--- src/rtl/iq_gain_pkg.sv ---
// iq_gain_pkg: shared widths, sample types, rounding mode and reset gain of the IQ gain stage
package iq_gain_pkg;

    // one channel each for I and Q
    localparam int NUM_CH = 2;

    localparam int IN_W   = 24;
    localparam int GAIN_W = 16;
    localparam int PROD_W = IN_W + GAIN_W;
    localparam int OUT_W  = 16;

    // fraction bits dropped when the product is rounded to the output width
    localparam int SHIFT = PROD_W - OUT_W;

    typedef logic signed [IN_W-1:0]   sample_in_t;
    typedef logic signed [GAIN_W-1:0] gain_t;
    typedef logic signed [PROD_W-1:0] product_t;
    typedef logic signed [OUT_W-1:0]  sample_out_t;

    // tie handling of the convergent rounder, carried with every sample
    typedef enum logic {
        ROUND_EVEN = 1'b0,
        ROUND_ODD  = 1'b1
    } round_mode_e;

    // half of one output LSB, seen at product scale
    localparam product_t RND_HALF = product_t'(1) << (SHIFT - 1);

    // one product LSB short of a half, used for round-half-to-odd
    localparam product_t RND_HALF_M1 = RND_HALF - product_t'(1);

    // gain after reset, half scale when the gain is read as Q1.15
    localparam gain_t GAIN_RESET = 16'h4000;

endpackage
--- src/rtl/iq_gain_top.sv ---
// iq_gain_top: two-channel gain stage, shared gain multiply followed by convergent rounding
`timescale 1ns/1ps

module iq_gain_top (
    input  logic                      clk_i,
    input  logic                      rstn_i,

    // gain load, one-cycle strobe
    input  logic                      gain_load_i,
    input  iq_gain_pkg::gain_t        gain_i,

    // one sample per channel on every valid cycle
    input  logic                      valid_i,
    input  iq_gain_pkg::sample_in_t   data_i [iq_gain_pkg::NUM_CH],
    input  iq_gain_pkg::round_mode_e  mode_i,

    // rounded results, four cycles after valid_i
    output logic                      valid_o,
    output iq_gain_pkg::sample_out_t  data_o [iq_gain_pkg::NUM_CH]
);

    // products between the multiplier and the rounder
    logic                     prod_valid;
    iq_gain_pkg::product_t    prod_data [iq_gain_pkg::NUM_CH];
    iq_gain_pkg::round_mode_e prod_mode;

    gain_mult u_gain_mult (
        .clk_i       (clk_i),
        .rstn_i      (rstn_i),
        .gain_load_i (gain_load_i),
        .gain_i      (gain_i),
        .valid_i     (valid_i),
        .data_i      (data_i),
        .mode_i      (mode_i),
        .valid_o     (prod_valid),
        .prod_o      (prod_data),
        .mode_o      (prod_mode)
    );

    conv_round u_conv_round (
        .clk_i   (clk_i),
        .rstn_i  (rstn_i),
        .valid_i (prod_valid),
        .prod_i  (prod_data),
        .mode_i  (prod_mode),
        .valid_o (valid_o),
        .data_o  (data_o)
    );

endmodule

--- src/rtl/conv_round.sv ---
// conv_round: two-stage convergent rounding of every channel from product width to output width
`timescale 1ns/1ps

module conv_round (
    input  logic                      clk_i,
    input  logic                      rstn_i,

    // full-width products with the rounding mode of that sample
    input  logic                      valid_i,
    input  iq_gain_pkg::product_t     prod_i [iq_gain_pkg::NUM_CH],
    input  iq_gain_pkg::round_mode_e  mode_i,

    // rounded results, two cycles after valid_i
    output logic                      valid_o,
    output iq_gain_pkg::sample_out_t  data_o [iq_gain_pkg::NUM_CH]
);

    // rounding constant picked by the mode of the incoming sample
    iq_gain_pkg::product_t round_c;

    // mode travels with its sample into stage two
    iq_gain_pkg::round_mode_e mode_q;

    logic [1:0] valid_d;

    // round-half-to-even adds exactly a half, so a tie leaves all zeros below the cut
    // round-half-to-odd adds one LSB less, so a tie leaves all ones there instead
    assign round_c = (mode_i == iq_gain_pkg::ROUND_ODD) ? iq_gain_pkg::RND_HALF_M1
                                                        : iq_gain_pkg::RND_HALF;

    always_ff @(posedge clk_i) begin
        if (valid_i) begin
            mode_q <= mode_i;
        end
    end

    for (genvar ch = 0; ch < iq_gain_pkg::NUM_CH; ch++) begin : g_ch
        iq_gain_pkg::product_t      sum_c;
        logic                       tie_c;
        iq_gain_pkg::sample_out_t   sum_hi_q;
        logic                       tie_q;

        // the product never reaches the top bit, so this sum cannot overflow
        assign sum_c = prod_i[ch] + round_c;

        // exact-half fraction shows up as a fixed pattern in the dropped bits
        assign tie_c = (mode_i == iq_gain_pkg::ROUND_ODD) ?
                       (&sum_c[iq_gain_pkg::SHIFT-1:0]) :
                       (~|sum_c[iq_gain_pkg::SHIFT-1:0]);

        // stage one keeps only the bits that survive plus the tie flag
        always_ff @(posedge clk_i) begin
            if (valid_i) begin
                sum_hi_q <= sum_c[iq_gain_pkg::PROD_W-1:iq_gain_pkg::SHIFT];
                tie_q    <= tie_c;
            end
        end

        // stage two, on a tie the LSB is forced to the parity the mode asks for
        always_ff @(posedge clk_i) begin
            if (valid_d[0]) begin
                if (tie_q) begin
                    data_o[ch] <= {sum_hi_q[iq_gain_pkg::OUT_W-1:1],
                                   (mode_q == iq_gain_pkg::ROUND_ODD)};
                end else begin
                    data_o[ch] <= sum_hi_q;
                end
            end
        end

        // a result marked valid must be fully defined
        a_data_known: assert property (
            @(posedge clk_i) disable iff (!rstn_i)
                valid_o |-> !$isunknown(data_o[ch])
        ) else $error("conv_round data_o[%0d] has unknown bits while valid", ch);
    end

    always_ff @(posedge clk_i) begin
        if (!rstn_i) begin
            valid_d <= '0;
        end else begin
            valid_d <= {valid_d[0], valid_i};
        end
    end

    assign valid_o = valid_d[1];

    property p_valid_latency;
        @(posedge clk_i) disable iff (!rstn_i)
            ($past(rstn_i, 1) && $past(rstn_i, 2)) |-> (valid_o == $past(valid_i, 2));
    endproperty

    a_valid_latency: assert property (p_valid_latency)
        else $error("conv_round valid_o does not follow valid_i by two cycles");

endmodule

--- src/rtl/gain_mult.sv ---
// gain_mult: shared loadable gain and a two-stage signed multiply for every channel
`timescale 1ns/1ps

module gain_mult (
    input  logic                     clk_i,
    input  logic                     rstn_i,

    // gain load, one-cycle strobe
    input  logic                     gain_load_i,
    input  iq_gain_pkg::gain_t       gain_i,

    // incoming samples with their rounding mode
    input  logic                     valid_i,
    input  iq_gain_pkg::sample_in_t  data_i [iq_gain_pkg::NUM_CH],
    input  iq_gain_pkg::round_mode_e mode_i,

    // full-width products, two cycles after valid_i
    output logic                     valid_o,
    output iq_gain_pkg::product_t    prod_o [iq_gain_pkg::NUM_CH],
    output iq_gain_pkg::round_mode_e mode_o
);

    // gain currently applied to new samples
    iq_gain_pkg::gain_t gain_q;

    // stage one holds the sample, the gain it sees and its mode
    iq_gain_pkg::sample_in_t  s1_data [iq_gain_pkg::NUM_CH];
    iq_gain_pkg::gain_t       s1_gain;
    iq_gain_pkg::round_mode_e s1_mode;

    // valid pipeline, bit 0 is stage one and bit 1 is stage two
    logic [1:0] valid_d;

    // a sample issued in the load cycle still captures the old gain below,
    // since gain_q only changes at the end of that cycle
    always_ff @(posedge clk_i) begin
        if (!rstn_i) begin
            gain_q <= iq_gain_pkg::GAIN_RESET;
        end else if (gain_load_i) begin
            gain_q <= gain_i;
        end
    end

    // stage one, capture operands
    always_ff @(posedge clk_i) begin
        if (valid_i) begin
            for (int ch = 0; ch < iq_gain_pkg::NUM_CH; ch++) begin
                s1_data[ch] <= data_i[ch];
            end
            s1_gain <= gain_q;
            s1_mode <= mode_i;
        end
    end

    // stage two, signed multiply on sign-extended operands
    // the product of a 24-bit and a 16-bit signed value always fits in 40 bits
    always_ff @(posedge clk_i) begin
        if (valid_d[0]) begin
            for (int ch = 0; ch < iq_gain_pkg::NUM_CH; ch++) begin
                prod_o[ch] <= iq_gain_pkg::product_t'(s1_data[ch])
                            * iq_gain_pkg::product_t'(s1_gain);
            end
            mode_o <= s1_mode;
        end
    end

    always_ff @(posedge clk_i) begin
        if (!rstn_i) begin
            valid_d <= '0;
        end else begin
            valid_d <= {valid_d[0], valid_i};
        end
    end

    assign valid_o = valid_d[1];

    // once two clean cycles have passed since reset, every product appears
    // exactly two cycles after its sample
    property p_valid_latency;
        @(posedge clk_i) disable iff (!rstn_i)
            ($past(rstn_i, 1) && $past(rstn_i, 2)) |-> (valid_o == $past(valid_i, 2));
    endproperty

    a_valid_latency: assert property (p_valid_latency)
        else $error("gain_mult valid_o does not follow valid_i by two cycles");

endmodule

--- config.mk ---
export PLATFORM = sky130hd
export DESIGN_NAME = iq_gain_top
export DESIGN_NICKNAME = d
export VERILOG_FILES = /design/src/rtl/iq_gain_pkg.sv /design/src/rtl/iq_gain_top.sv /design/src/rtl/conv_round.sv /design/src/rtl/gain_mult.sv
export SDC_FILE = /design/constraint.sdc
export NUM_CORES = 2
export LEC_CHECK = 0
export ABC_AREA = 1
export ABC_CLOCK_PERIOD_IN_PS = 5530
export BUFFER_PORTS_ARGS = -buffer_cell sky130_fd_sc_hd__buf_4
export CORE_MARGIN = 2
export CORE_UTILIZATION = 60
export CTS_CLUSTER_SIZE = 28
export DETAILED_ROUTE_END_ITERATION = 8
export PLACE_DENSITY = 0.8
export SLEW_MARGIN = 20
export SYNTH_ARGS = -nofsm -noshare
export SYNTH_HDL_FRONTEND = slang
export SYNTH_SLANG_ARGS = --single-unit
export TNS_END_PERCENT = 30
--- constraint.sdc ---
create_clock -name clk_i -period 5.53 [get_ports clk_i]
set_input_delay 0 -clock clk_i [delete_from_list [all_inputs] [get_ports clk_i]]
set_output_delay 0 -clock clk_i [all_outputs]
set_load 0.005 [all_outputs]
==> flow_metrics.env <==
export IMPL_timing_final_setup_violations=51
export IMPL_synthDominantAreaCellType="sky130_fd_sc_hd__fa_1"
export IMPL_worst_ep_arrival_time_ps=6360
export IMPL_antenna_violations_before_repair=1
export IMPL_first_global_vias=37070
export IMPL_place_gp_congestion=0.9733
export IMPL_global_route_wire_length_before_repair_um=188500
export IMPL_relative_max_transition_margin=0.2798
export IMPL_finalNetCount=6768
export IMPL_via_count=35920
export IMPL_top_level_ports=102
export IMPL_clock_insertion_delay_worst_skew_ps=590
export IMPL_placement_setup_worst_slack_ps=-530.0
export IMPL_post_dp_cell_area_um2=46310
export IMPL_post_synth_edffs=213
export IMPL_tritoncts_clock_tree="built"
export IMPL_wl_per_cell_um=18.50
export IMPL_worst_endpoint_required_ps=5870
export IMPL_violations="setup timing"
export IMPL_timing_worst_slew_pin_value_ps=1080
export IMPL_finalWorstSetupSlack_ps=-489.6
export IMPL_status="finished with violations"
export IMPL_grt_start_max_net_pins=83
export IMPL_layout_filler_cells=4553
export IMPL_critical_path_endpoint_type="flip-flop"
export IMPL_ys_dominant_reg_cell="sky130_fd_sc_hd__edfxtp_1"
export IMPL_postSynthNetCount=6195
export IMPL_fin_crit_sh=1.089
export IMPL_post_route_cells_drive_above_1_share=0.2078
export IMPL_overflow=0
export IMPL_max_cap_violations=0
export IMPL_netlist_cell_type_count=49
export IMPL_track_usage=0.3369
export IMPL_final_hold_viol_count=0
export IMPL_detailed_place_hpwl_um=89150
export IMPL_routed_via_density=5.434
export IMPL_final_setup_skew_ps=22.51
export IMPL_drt_pass1_iterations=8
export IMPL_hp_class="input port to flip-flop"
export IMPL_finalWirelength_um=122300
export IMPL_yosys_warnings=0
export IMPL_htreeDepth=1
export IMPL_synth_cells=5132
export IMPL_synth_seq_area_share=0.1647
export IMPL_remaining_drc_errors=0
export IMPL_timing_max_transition_violations_final=0
export IMPL_dieArea_um2=70910
export IMPL_holdWs_ps=72.06
export IMPL_timing_fmax_mhz=166.1
export IMPL_core_rowCount=96
export IMPL_synth_top_cell_area_share=0.3638
export IMPL_synthTopCellsByCount="sky130_fd_sc_hd__inv_1 (1457), sky130_fd_sc_hd__nand2_1 (1369), sky130_fd_sc_hd__fa_1 (750)"
export IMPL_initial_core_util=0.6039
export IMPL_worstSetupPathType="flip-flop to flip-flop"
export IMPL_synth_most_common_cell="sky130_fd_sc_hd__inv_1"
export IMPL_ant_nets=0
export IMPL_die_h_um=266.3
export IMPL_final_period_minus_worst_setup_slack_ps=6020
export IMPL_layout_cell_area_non_filler_um2=51350
export IMPL_fp_dieW_um=266.3
export IMPL_numClockSinks=233
export IMPL_clockRootBuffer="sky130_fd_sc_hd__clkbuf_16"
export IMPL_ys_seq_elements=233
export IMPL_placeableCoreArea_um2=68350
export IMPL_flow_area_growth_from_synthesis_pct=24.40
export IMPL_drt_initial_drc_count=3207
export IMPL_port_buffer_count=101
export IMPL_clk_transition_reported_paths_ps=60
export IMPL_avgSynthCellArea_um2=8.043
export IMPL_start_kind="flip-flop"
export IMPL_clock_tree_buffer_depth=3
export IMPL_cts_buffer_count=29
export IMPL_unrepaired_setup_endpoints_after_global_routing="true"
export IMPL_critical_path_max_fanout=6
export IMPL_async_reset_ff_frac=0
export IMPL_synthesis_area_um2=41280
export IMPL_synth_area_top_cells="sky130_fd_sc_hd__fa_1 (36%), sky130_fd_sc_hd__edfxtp_1 (15%), sky130_fd_sc_hd__inv_1 (13%)"
worst paths after layout:
kind / start / to / slack, ps / cells past startpoint
setup / recovery: u_gain_mult.s1_data[0][31] / u_gain_mult.prod_o[25] / -490 / 21
hold / removal: valid_i / u_gain_mult.valid_d[0] / 70 / 3
setup reg to reg: u_gain_mult.s1_data[0][31] / u_gain_mult.prod_o[25] / -490 / 21
hold reg to reg: u_conv_round.g_ch[0].sum_hi_q[10] / u_conv_round.data_o[26] / 420 / 0
through the flow:
step,utilization,instances,setup TNS (ps)
4_1_cts,0.7322,6565,-4343
2_1_floorplan,-,5132,-95.30
5_1_grt,0.7513,6610,-20900
3_3_place_gp,0.6776,6386,-8656
6_report,0.7513,6610,-12190
3_5_place_dp,0.6776,6386,-11720
logic make-up (layout without fill, tap and decap cells):
logic type,Yosys count,in the layout,synth area share
mux,2,2,0.0005456
flops,233,233,0.1647
xor+xnor,128,128,0.02734
compound gates,254,254,0.03635
other cells,0,1,0
simple gates,1897,1897,0.1857
buf+inv,1624,2219,0.1477
fa+ha+maj,994,994,0.4377
layout make-up:
class | count | area, um^2 | share of cell area
clock buffer | 39 | 783.3 | 0.01525
inverter | 1459 | 5482 | 0.1067
clock inverter | 14 | 105.1 | 0.002047
antenna | 1 | 2.502 | 0.00004873
multi-input combinational | 3275 | 30670 | 0.5972
timing repair buffer | 707 | 6407 | 0.1248
tap | 882 | 1104 | 0.02149
sequential | 233 | 6800 | 0.1324
flip-flops by register name, summed over array words and instances (netlist names):
name / count
u_gain_mult.valid_d: 2
u_conv_round.g_ch.sum_hi_q: 32
u_conv_round.valid_d: 2
u_conv_round.data_o: 32
u_gain_mult.s1_mode: 1
u_gain_mult.s1_gain: 16
u_gain_mult.s1_data: 48
u_gain_mult.prod_o: 80
u_conv_round.g_ch.tie_q: 2
u_conv_round.mode_q: 1
u_gain_mult.gain_q: 16
u_gain_mult.mode_o: 1
critical path: stages (launching register included):
cell and delay (ps):
sky130_fd_sc_hd__edfxtp_1 610, sky130_fd_sc_hd__buf_4 270, sky130_fd_sc_hd__nand2_1 100, sky130_fd_sc_hd__fa_1 550, sky130_fd_sc_hd__fa_2 610, sky130_fd_sc_hd__inv_2 40
sky130_fd_sc_hd__fa_1 420, sky130_fd_sc_hd__inv_1 110, sky130_fd_sc_hd__fa_1 480, sky130_fd_sc_hd__inv_1 120, sky130_fd_sc_hd__fa_1 450, sky130_fd_sc_hd__fa_1 500
sky130_fd_sc_hd__ha_4 310, sky130_fd_sc_hd__buf_12 140, sky130_fd_sc_hd__nand2_8 70, sky130_fd_sc_hd__nor2_4 50, sky130_fd_sc_hd__nor2_4 210, sky130_fd_sc_hd__o21ai_1 130
sky130_fd_sc_hd__a21oi_2 190, sky130_fd_sc_hd__o21ai_2 120, sky130_fd_sc_hd__buf_4 160, sky130_fd_sc_hd__xor2_2 130
per-layer routing:
layer	track usage	wire, um	vias to the layer above
met5	0	0	-
met4	0.1089	5969	0
met3	0.05573	11930	468
met2	0.5620	57120	1989
met1	0.4512	47260	17440
li1	-	-	16030
what timing repair did:
action                                 4_1_cts  5_1_grt
endpoints found under the hold margin       69        0
gates cloned                                 5        3
buffers inserted                            39       44
setup endpoints to repair                   49       58
hold buffers                                83        0
pin swaps                                  114      135
gates resized for setup                    376      250
cell usage in the layout (no fill, tap or decap), types with 48 or more instances in the layout:
cell | Yosys | routed
sky130_fd_sc_hd__a21oi_1 | 108 | 57
sky130_fd_sc_hd__buf_4 | 0 | 528
sky130_fd_sc_hd__dlygate4sd3_1 | 0 | 83
sky130_fd_sc_hd__edfxtp_1 | 213 | 213
sky130_fd_sc_hd__fa_1 | 750 | 705
sky130_fd_sc_hd__ha_1 | 244 | 186
sky130_fd_sc_hd__ha_4 | 0 | 57
sky130_fd_sc_hd__inv_1 | 1457 | 1379
sky130_fd_sc_hd__inv_2 | 2 | 78
sky130_fd_sc_hd__nand2_1 | 1369 | 1299
sky130_fd_sc_hd__nand2_2 | 13 | 63
sky130_fd_sc_hd__nand3_1 | 112 | 95
sky130_fd_sc_hd__nand4_1 | 48 | 48
sky130_fd_sc_hd__nor2_1 | 273 | 210
sky130_fd_sc_hd__nor2_2 | 18 | 58
sky130_fd_sc_hd__xnor2_1 | 49 | 48
sky130_fd_sc_hd__xor2_1 | 78 | 73
Power is not shown: default switching activity piles up to over one toggle a cycle in this logic, so the estimate is an artifact.
